[src/include/trap_macros.svh]
// trap unit widths, csr addresses and codes

`ifndef TRAP_MACROS_SVH
`define TRAP_MACROS_SVH

// data path width
`define TRAP_XLEN 64

// machine csr addresses
`define CSR_ADR_MSTATUS 12'h300
`define CSR_ADR_MTVEC   12'h305
`define CSR_ADR_MEPC    12'h341
`define CSR_ADR_MCAUSE  12'h342

// decoder opcode codes for the trap unit
`define INST_ECALL 8'h01
`define INST_MRET  8'h02

// environment call from machine mode
`define CAUSE_ECALL_M 64'd11

`endif

[src/logic/trap_pkg.sv]
// trap unit shared types

`include "trap_macros.svh"

package trap_pkg;

  // instruction handed over by the pipeline
  typedef struct packed {
    logic [7:0]            opcode;
    logic [`TRAP_XLEN-1:0] pc;
  } trap_inst_t;

  // wishbone classic, master side
  typedef struct packed {
    logic                  cyc;
    logic                  stb;
    logic                  we;
    logic [11:0]           adr;
    logic [`TRAP_XLEN-1:0] dat;
  } wb_req_t;

  // wishbone classic, slave side
  typedef struct packed {
    logic                  ack;
    logic [`TRAP_XLEN-1:0] dat;
  } wb_rsp_t;

  // redirect toward fetch
  typedef struct packed {
    logic                  valid;
    logic [`TRAP_XLEN-1:0] addr;
  } jump_t;

  // mstatus field view, machine mode bits only
  typedef struct packed {
    logic [`TRAP_XLEN-14:0] rsv_hi;  // 63:13
    logic [1:0]             mpp;     // 12:11
    logic [2:0]             rsv_mid;
    logic                   mpie;    // 7
    logic [2:0]             rsv_lo;
    logic                   mie;     // 3
    logic [2:0]             rsv_base;
  } mstatus_t;

  typedef union packed {
    logic [`TRAP_XLEN-1:0] raw;
    mstatus_t              mstatus;
  } csr_word_u;

endpackage

[src/logic/csr_file.sv]
// machine csr file, wishbone classic slave

`timescale 1ns/1ns

`include "trap_macros.svh"

module csr_file (
  input  logic              clk,
  input  logic              rst,
  input  trap_pkg::wb_req_t i_wb,
  output trap_pkg::wb_rsp_t o_wb
);

  logic [`TRAP_XLEN-1:0] mstatus_q;
  logic [`TRAP_XLEN-1:0] mepc_q;
  logic [`TRAP_XLEN-1:0] mcause_q;
  logic [`TRAP_XLEN-1:0] mtvec_q;
  logic                  ack_q;
  logic [`TRAP_XLEN-1:0] rdat_q;
  logic [`TRAP_XLEN-1:0] rd_mux;
  logic                  take;
  logic                  wr_en;
  trap_pkg::csr_word_u   wr_in;
  trap_pkg::csr_word_u   wr_mst;

  assign take  = i_wb.cyc && i_wb.stb && !ack_q;
  assign wr_en = i_wb.cyc && i_wb.stb && i_wb.we && ack_q;  // write on the ack edge

  // only mpp, mpie and mie survive a write
  always_comb begin
    wr_in.raw           = i_wb.dat;
    wr_mst.raw          = '0;
    wr_mst.mstatus.mpp  = wr_in.mstatus.mpp;
    wr_mst.mstatus.mpie = wr_in.mstatus.mpie;
    wr_mst.mstatus.mie  = wr_in.mstatus.mie;
  end

  always_comb begin
    case (i_wb.adr)
      `CSR_ADR_MSTATUS: rd_mux = mstatus_q;
      `CSR_ADR_MEPC:    rd_mux = mepc_q;
      `CSR_ADR_MCAUSE:  rd_mux = mcause_q;
      `CSR_ADR_MTVEC:   rd_mux = mtvec_q;
      default:          rd_mux = '0;  // unmapped
    endcase
  end

  always_ff @(posedge clk) begin
    if (rst) begin
      ack_q     <= 1'b0;
      mstatus_q <= '0;
      mepc_q    <= '0;
      mcause_q  <= '0;
      mtvec_q   <= '0;
    end else begin
      ack_q <= take;
      if (wr_en) begin
        case (i_wb.adr)
          `CSR_ADR_MSTATUS: mstatus_q <= wr_mst.raw;
          `CSR_ADR_MEPC:    mepc_q    <= {i_wb.dat[`TRAP_XLEN-1:1], 1'b0};
          `CSR_ADR_MCAUSE:  mcause_q  <= i_wb.dat;
          `CSR_ADR_MTVEC:   mtvec_q   <= {i_wb.dat[`TRAP_XLEN-1:2], 2'b00};  // direct mode
          default: ;
        endcase
      end
    end
  end

  always_ff @(posedge clk) begin
    if (take)
      rdat_q <= rd_mux;
  end

  assign o_wb = '{ack: ack_q, dat: rdat_q};

  a_ack_single: assert property (@(posedge clk) disable iff (rst)
    o_wb.ack |=> !o_wb.ack)
    else $error("csr_file ack held for two cycles");

endmodule

[src/logic/csr_wb_arbiter.sv]
// two-master wishbone arbiter, trap side first

`timescale 1ns/1ns

module csr_wb_arbiter (
  input  logic              clk,
  input  logic              rst,
  input  trap_pkg::wb_req_t i_trap_wb,
  output trap_pkg::wb_rsp_t o_trap_wb,
  input  trap_pkg::wb_req_t i_core_wb,
  output trap_pkg::wb_rsp_t o_core_wb,
  output trap_pkg::wb_req_t o_csr_wb,
  input  trap_pkg::wb_rsp_t i_csr_wb
);

  logic [1:0] own_q;  // bit 0 trap, bit 1 core, zero when free
  logic       trap_rq;
  logic       core_rq;

  assign trap_rq = i_trap_wb.cyc && i_trap_wb.stb;
  assign core_rq = i_core_wb.cyc && i_core_wb.stb;

  always_ff @(posedge clk) begin
    if (rst) begin
      own_q <= 2'b00;
    end else if (own_q == 2'b00) begin
      if (trap_rq)
        own_q <= 2'b01;  // trap wins a tie
      else if (core_rq)
        own_q <= 2'b10;
    end else if (i_csr_wb.ack || !o_csr_wb.cyc) begin
      own_q <= 2'b00;
    end
  end

  always_comb begin
    o_csr_wb = '0;
    if (own_q[0])
      o_csr_wb = i_trap_wb;
    else if (own_q[1])
      o_csr_wb = i_core_wb;
  end

  // response only to the owner
  assign o_trap_wb = own_q[0] ? i_csr_wb : '0;
  assign o_core_wb = own_q[1] ? i_csr_wb : '0;

  a_one_ack: assert property (@(posedge clk) disable iff (rst)
    !(o_trap_wb.ack && o_core_wb.ack))
    else $error("both masters acknowledged");

  a_grant_held: assert property (@(posedge clk) disable iff (rst)
    o_csr_wb.cyc && !i_csr_wb.ack |=> $stable(own_q))
    else $error("grant moved inside a bus cycle");

endmodule

[src/logic/trap_ctrl.sv]
// ecall / mret trap sequencer
// one wishbone cycle per csr access

`timescale 1ns/1ns

`include "trap_macros.svh"

module trap_ctrl (
  input  logic                clk,
  input  logic                rst,
  input  logic                i_ena,
  input  trap_pkg::trap_inst_t i_inst,
  input  logic                i_ack,
  output logic                o_req,
  output trap_pkg::jump_t     o_jump,
  output trap_pkg::wb_req_t   o_wb,
  input  trap_pkg::wb_rsp_t   i_wb
);

  typedef enum logic [3:0] {
    S_IDLE,
    S_E_MEPC,    // write pc
    S_E_MCAUSE,  // write cause
    S_E_MTVEC,   // read handler base
    S_E_RD_MST,
    S_E_WR_MST,
    S_M_RD_MST,
    S_M_MEPC,    // read return address
    S_M_WR_MST
  } state_t;

  state_t                state_q;
  state_t                nxt_state;
  logic                  cyc_q;
  logic                  last_acc;
  logic                  accept;
  logic                  jump_valid_q;
  logic [`TRAP_XLEN-1:0] jump_addr_q;
  logic [`TRAP_XLEN-1:0] pc_q;
  trap_pkg::csr_word_u   rd_mst_q;   // mstatus as read
  logic [`TRAP_XLEN-1:0] tgt_q;      // mtvec or mepc
  trap_pkg::csr_word_u   ecall_mst;
  trap_pkg::csr_word_u   mret_mst;
  logic [11:0]           wb_adr;
  logic                  wb_we;
  logic [`TRAP_XLEN-1:0] wb_dat;

  assign accept   = (state_q == S_IDLE) && i_ena && !o_req;
  assign last_acc = (state_q == S_E_WR_MST) || (state_q == S_M_WR_MST);

  // new mstatus built through the field view
  always_comb begin
    ecall_mst = rd_mst_q;
    ecall_mst.mstatus.mpp  = 2'b11;                 // machine
    ecall_mst.mstatus.mpie = rd_mst_q.mstatus.mie;
    ecall_mst.mstatus.mie  = 1'b0;
    mret_mst = rd_mst_q;
    mret_mst.mstatus.mie  = rd_mst_q.mstatus.mpie;
    mret_mst.mstatus.mpie = 1'b1;
    mret_mst.mstatus.mpp  = 2'b00;
  end

  always_comb begin
    case (state_q)
      S_E_MEPC:   nxt_state = S_E_MCAUSE;
      S_E_MCAUSE: nxt_state = S_E_MTVEC;
      S_E_MTVEC:  nxt_state = S_E_RD_MST;
      S_E_RD_MST: nxt_state = S_E_WR_MST;
      S_M_RD_MST: nxt_state = S_M_MEPC;
      S_M_MEPC:   nxt_state = S_M_WR_MST;
      default:    nxt_state = S_IDLE;
    endcase
  end

  // access of the current state held until ack
  always_comb begin
    wb_adr = 12'h000;
    wb_we  = 1'b0;
    wb_dat = '0;
    case (state_q)
      S_E_MEPC: begin
        wb_adr = `CSR_ADR_MEPC;
        wb_we  = 1'b1;
        wb_dat = pc_q;
      end
      S_E_MCAUSE: begin
        wb_adr = `CSR_ADR_MCAUSE;
        wb_we  = 1'b1;
        wb_dat = `CAUSE_ECALL_M;
      end
      S_E_MTVEC:              wb_adr = `CSR_ADR_MTVEC;
      S_E_RD_MST, S_M_RD_MST: wb_adr = `CSR_ADR_MSTATUS;
      S_M_MEPC:               wb_adr = `CSR_ADR_MEPC;
      S_E_WR_MST: begin
        wb_adr = `CSR_ADR_MSTATUS;
        wb_we  = 1'b1;
        wb_dat = ecall_mst.raw;
      end
      S_M_WR_MST: begin
        wb_adr = `CSR_ADR_MSTATUS;
        wb_we  = 1'b1;
        wb_dat = mret_mst.raw;
      end
      default: ;
    endcase
  end

  assign o_wb   = '{cyc: cyc_q, stb: cyc_q, we: wb_we, adr: wb_adr, dat: wb_dat};
  assign o_jump = '{valid: jump_valid_q, addr: jump_addr_q};

  always_ff @(posedge clk) begin
    if (rst) begin
      state_q      <= S_IDLE;
      cyc_q        <= 1'b0;
      o_req        <= 1'b0;
      jump_valid_q <= 1'b0;
    end else begin
      jump_valid_q <= 1'b0;
      if (o_req && i_ack)
        o_req <= 1'b0;  // done handshake
      if (state_q == S_IDLE) begin
        if (accept && i_inst.opcode == `INST_ECALL)
          state_q <= S_E_MEPC;
        else if (accept && i_inst.opcode == `INST_MRET)
          state_q <= S_M_RD_MST;
      end else if (!cyc_q) begin
        cyc_q <= 1'b1;  // first access one cycle after acceptance
      end else if (i_wb.ack) begin
        state_q <= nxt_state;  // cyc stays up for the next access
        if (last_acc) begin
          cyc_q        <= 1'b0;
          o_req        <= 1'b1;
          jump_valid_q <= 1'b1;
        end
      end
    end
  end

  // payload
  always_ff @(posedge clk) begin
    if (accept)
      pc_q <= i_inst.pc;
    if (cyc_q && i_wb.ack) begin
      case (state_q)
        S_E_MTVEC, S_M_MEPC:     tgt_q        <= i_wb.dat;
        S_E_RD_MST, S_M_RD_MST:  rd_mst_q.raw <= i_wb.dat;
        S_E_WR_MST, S_M_WR_MST:  jump_addr_q  <= tgt_q;
        default: ;
      endcase
    end
  end

  // a started cycle is never abandoned
  a_cyc_until_ack: assert property (@(posedge clk) disable iff (rst)
    o_wb.cyc && !i_wb.ack |=> o_wb.cyc)
    else $error("trap_ctrl dropped cyc before ack");

endmodule

[src/logic/trap_unit_top.sv]
// machine-mode trap unit top

`timescale 1ns/1ns

module trap_unit_top (
  input  logic                 clk,
  input  logic                 rst,
  input  logic                 i_ena,
  input  trap_pkg::trap_inst_t i_inst,
  input  logic                 i_ack,
  output logic                 o_req,
  output trap_pkg::jump_t      o_jump,
  input  trap_pkg::wb_req_t    i_core_wb,
  output trap_pkg::wb_rsp_t    o_core_wb
);

  trap_pkg::wb_req_t trap_wb;   // sequencer master
  trap_pkg::wb_rsp_t trap_rsp;
  trap_pkg::wb_req_t csr_wb;    // toward the csr file
  trap_pkg::wb_rsp_t csr_rsp;

  trap_ctrl u_trap_ctrl (
    .clk    (clk),
    .rst    (rst),
    .i_ena  (i_ena),
    .i_inst (i_inst),
    .i_ack  (i_ack),
    .o_req  (o_req),
    .o_jump (o_jump),
    .o_wb   (trap_wb),
    .i_wb   (trap_rsp)
  );

  csr_wb_arbiter u_arbiter (
    .clk       (clk),
    .rst       (rst),
    .i_trap_wb (trap_wb),
    .o_trap_wb (trap_rsp),
    .i_core_wb (i_core_wb),
    .o_core_wb (o_core_wb),
    .o_csr_wb  (csr_wb),
    .i_csr_wb  (csr_rsp)
  );

  csr_file u_csr_file (
    .clk  (clk),
    .rst  (rst),
    .i_wb (csr_wb),
    .o_wb (csr_rsp)
  );

endmodule

[config.mk]
export PLATFORM = sky130hd
export DESIGN_NAME = trap_unit_top
export DESIGN_NICKNAME = d
export VERILOG_FILES = /design/src/logic/trap_pkg.sv /design/src/logic/csr_file.sv /design/src/logic/csr_wb_arbiter.sv /design/src/logic/trap_ctrl.sv /design/src/logic/trap_unit_top.sv
export VERILOG_INCLUDE_DIRS = /design/src /design/src/include
export SDC_FILE = /design/constraint.sdc
export NUM_CORES = 1
export LEC_CHECK = 0
export BUFFER_PORTS_ARGS = -buffer_cell sky130_fd_sc_hd__clkbuf_2
export CAP_MARGIN = 20
export CORE_MARGIN = 4
export CORE_UTILIZATION = 59
export DETAILED_ROUTE_END_ITERATION = 10
export GPL_ROUTABILITY_DRIVEN = 0
export PLACE_DENSITY = 0.81
export SYNTH_ARGS = -nofsm -noshare
export SYNTH_HDL_FRONTEND = slang
export SYNTH_SLANG_ARGS = --single-unit
[constraint.sdc]
create_clock -name clk -period 19.74 [get_ports clk]
set_clock_uncertainty 0.1 [all_clocks]
set_input_delay 1.974 -clock clk [delete_from_list [all_inputs] [get_ports clk]]
set_output_delay 1.974 -clock clk [all_outputs]
set_load 0.02 [all_outputs]
==> qor.yml <==
outcome:
  run_status: "completed"
cts:
  cts_made_buffers: 51
  postCtsHoldBufs: 0
  ctsResizeCount: 0
  clock_transition_at_path_regs_ps: 60
  clock_sinks: 521
  ctsLongestPathBuffers: 3
  cts.root.buffer_cell: "sky130_fd_sc_hd__clkbuf_16"
  cts-htree-levels: 2
  post-cts-setup-buffers: 0
  cts_tree: "built"
  clock_latency_late_sink_ps: 590
floorplanning:
  placementRows: 68
  io_pins: 286
  initial_utilization_pct: 60.3
  fp.dieArea_um2: 38700
  die_y_um: 197
  core_area_um2: 34900
  die_width_um: 197
timing:
  slew-limit-headroom_pct: 29.1
  worst_slew_pin_slew_ps: 1060
  report.final.hold_viol_count: 0
  setup-tns-final_ps: 0
  report.final.setup_viol: 0
  final_critical_path_share_of_the_clock_period_pct: 24.8
  final_max_slew_viol_count: 0
  period_minus_slack_ps: 4890
  max_freq_mhz: 205
  worst_slack_ps: 14850
  rsz_0062_raised_after_global_routing: "false"
yosys:
  synth_top_family_by_area: "simple AND/OR/NAND/NOR gates"
  netlist_area_um2: 21000
  synth.top_cell.area_share_pct: 45.4
  synth.lib_cells_used.distinct: 51
  post_synth_edffs: 318
  post_synth.cell_area_avg_um2: 13.6
  synthCells: 1544
  ys_top_cells_by_count: "sky130_fd_sc_hd__edfxtp_1, sky130_fd_sc_hd__dfxtp_1, sky130_fd_sc_hd__nand2b_1, sky130_fd_sc_hd__mux2i_1, sky130_fd_sc_hd__and2_1"
  synthArstFlopShare_pct: 0
  synthAdderAreaFrac_pct: 0
  synth_compound_area_share_pct: 9.40
  yosys-mux-area-fraction_pct: 9.34
  postSynthNetCount: 1699
  synthTopCellsByArea: "sky130_fd_sc_hd__edfxtp_1, sky130_fd_sc_hd__dfxtp_1, sky130_fd_sc_hd__mux2i_1"
  synthesis_warnings: 0
  flop_and_latch_count_out_of_synthesis: 521
  post-synth-top-area-cell: "sky130_fd_sc_hd__edfxtp_1"
  synth_simple_gate_area_share_pct: 13.6
  synth-main-ff-cell: "sky130_fd_sc_hd__edfxtp_1"
  yosys.area_share.xor_xnor_pct: 0.0833
  synth_seq_area_share_pct: 64.7
  synthMostInstantiatedCell: "sky130_fd_sc_hd__edfxtp_1"
pwr:
  irDropWorstVdd_mv: 0.0842
  p_leak_uw: 0.0103
  powerDensity_nw_per_um2: 89.2
grt:
  grtUsageTotal_pct: 25.6
  grt_start_max_net_pins: 110
  wire_length_of_the_first_global_routing_pass_mm: 78.4
  vias_in_the_first_global_route: 14000
  antenna_found_initial: 2
  gr-total-overflow: 0
critical_path:
  worstPathMaxFanout: 62
  criticalPathCategory: "in2reg"
  critPathLaunchType: "primary input"
  critical_path.endpoint_type: "flip-flop"
  worstReg2RegStart: "u_arbiter.own_q[0]$_SDFFE_PP0P_"
  worst_setup_path_startpoint: "i_core_wb[66]"
  critPathArrivalTime_ps: 5220
  worst_ep_required_time_ps: 20070
place:
  detailed_place_hpwl_mm: 30.0
  post-place-ws_ps: 14350
  post-place-cells: 2185
  buffer_ports.inserted: 285
routing:
  post_drt_via_cell_ratio: 6.00
  route.final.wire_length_mm: 51.4
  detail_route.first_pass.iterations: 7
  antenna_violating_nets_post_route: 0
  route.detailed.wl_per_inst_um: 22.5
  vias: 13700
  drc: 0
  first_iter_violations: 1115
run:
  cap_viol_max_count: 0
finish:
  post_layout_nonfiller_instances: 2281
  fin_util_pct: 69.9
  net_count_reported_at_finish: 1938
  layout-drive-gt1-share_pct: 22.2
  area_growth_syn_to_fin_pct: 15.9
hold_path:
  min_from: "u_trap_ctrl.tgt_q[19]$_DFFE_PP_"
  path_class_of_the_lowest_slack_min_delay_path: "reg2reg"
==> layer usage <==
| layer | vias to the layer above | part of all wire, % | track usage, % |
|---|---|---|---|
| li1 | 6240 | - | - |
| met4 | 2 | 2.3 | 7.94 |
| met5 | - | 0.025 | 0 |
| met1 | 6768 | 41 | 34.0 |
| met2 | 572 | 48 | 42.5 |
| met3 | 94 | 8.1 | 6.03 |
==> sequential cells by signal, summed over array words and instances (netlist names) <==
signal	flops
u_trap_ctrl.rd_mst_q	62
u_csr_file.ack_q	1
u_csr_file.mstatus_q	4
u_trap_ctrl.jump_valid_q	1
u_trap_ctrl.tgt_q	64
u_csr_file.mepc_q	63
u_trap_ctrl.state_q	4
u_csr_file.mtvec_q	62
u_trap_ctrl.cyc_q	1
u_trap_ctrl.pc_q	64
u_csr_file.mcause_q	64
u_arbiter.own_q	2
u_trap_ctrl.o_req	1
u_trap_ctrl.jump_addr_q	64
u_csr_file.rdat_q	64
==> stage by stage <==
step	area [um2]	total power, uW	hold slack (ps)
floorplan	21000	1220	300
global route	24400	2240	321
detailed placement	22800	1250	305
finish	24400	2170	317
CTS	24400	2190	317
global placement	22800	1250	301
==> cell usage in the layout, fill, tap and decap left out, drive strengths merged, types with 3 or more instances in the layout <==
cell type    n
nor2b        8
a21oi       13
nand2b     197
nor4b        4
nor3         7
and3        62
a211oi       5
inv          6
edfxtp     318
bufinv       3
a221o       62
mux2i      194
nand2       12
nor2        12
and2       132
a32o         3
nand3       11
o21ai        5
dfxtp      203
a22oi       61
buf         24
a31oi        5
nand4        5
a32oi        4
nor3b        3
clkinv      15
o31ai        4
a22o        59
clkbuf     361
==> worst max-delay path, cell delays in order <==
cell and delay [ps]:
sky130_fd_sc_hd__clkbuf_2 110, sky130_fd_sc_hd__or3_1 370, sky130_fd_sc_hd__a32oi_1 480, sky130_fd_sc_hd__and2_2 260, sky130_fd_sc_hd__buf_4 540, sky130_fd_sc_hd__nand3_4 630
sky130_fd_sc_hd__buf_4 570, sky130_fd_sc_hd__mux2i_1 190
==> path summary, 6_finish.rpt <==
path / end / slack (ps) / cells after the start
hold reg to reg: u_trap_ctrl.jump_addr_q[19]$_DFFE_PP_ / 320 / 0
setup reg to reg: u_csr_file.mcause_q[11]$_SDFFE_PP0P_ / 15330 / 8
setup / recovery: u_csr_file.mcause_q[11]$_SDFFE_PP0P_ / 14850 / 8
hold / removal: u_trap_ctrl.jump_addr_q[19]$_DFFE_PP_ / 320 / 0
==> cells by family after synthesis <==
family / after synthesis
flops: 521
simple gates: 463
compound gates: 234
mux: 196
buf+inv: 128
xor+xnor: 2
==> final cells by class <==
cell class	instances	area (um2)
sequential	521	13600
fill	2390	10500
multi-input combinational	895	6940
timing repair buffer	308	1600
clock buffer	77	1450
tap	455	569
clock inverter	18	173
inverter	6	23.8
antenna	1	2.50
==> where the power goes <==
part           switching (uW)  leakage, uW  internal [uW]  total [uW]
logic                    42.6      0.00488           28.1        70.7
registers                3.78      0.00464           1160        1160
clock network             400     0.000791            545         944
No activity file was read; power rests on OpenSTA's default activity.
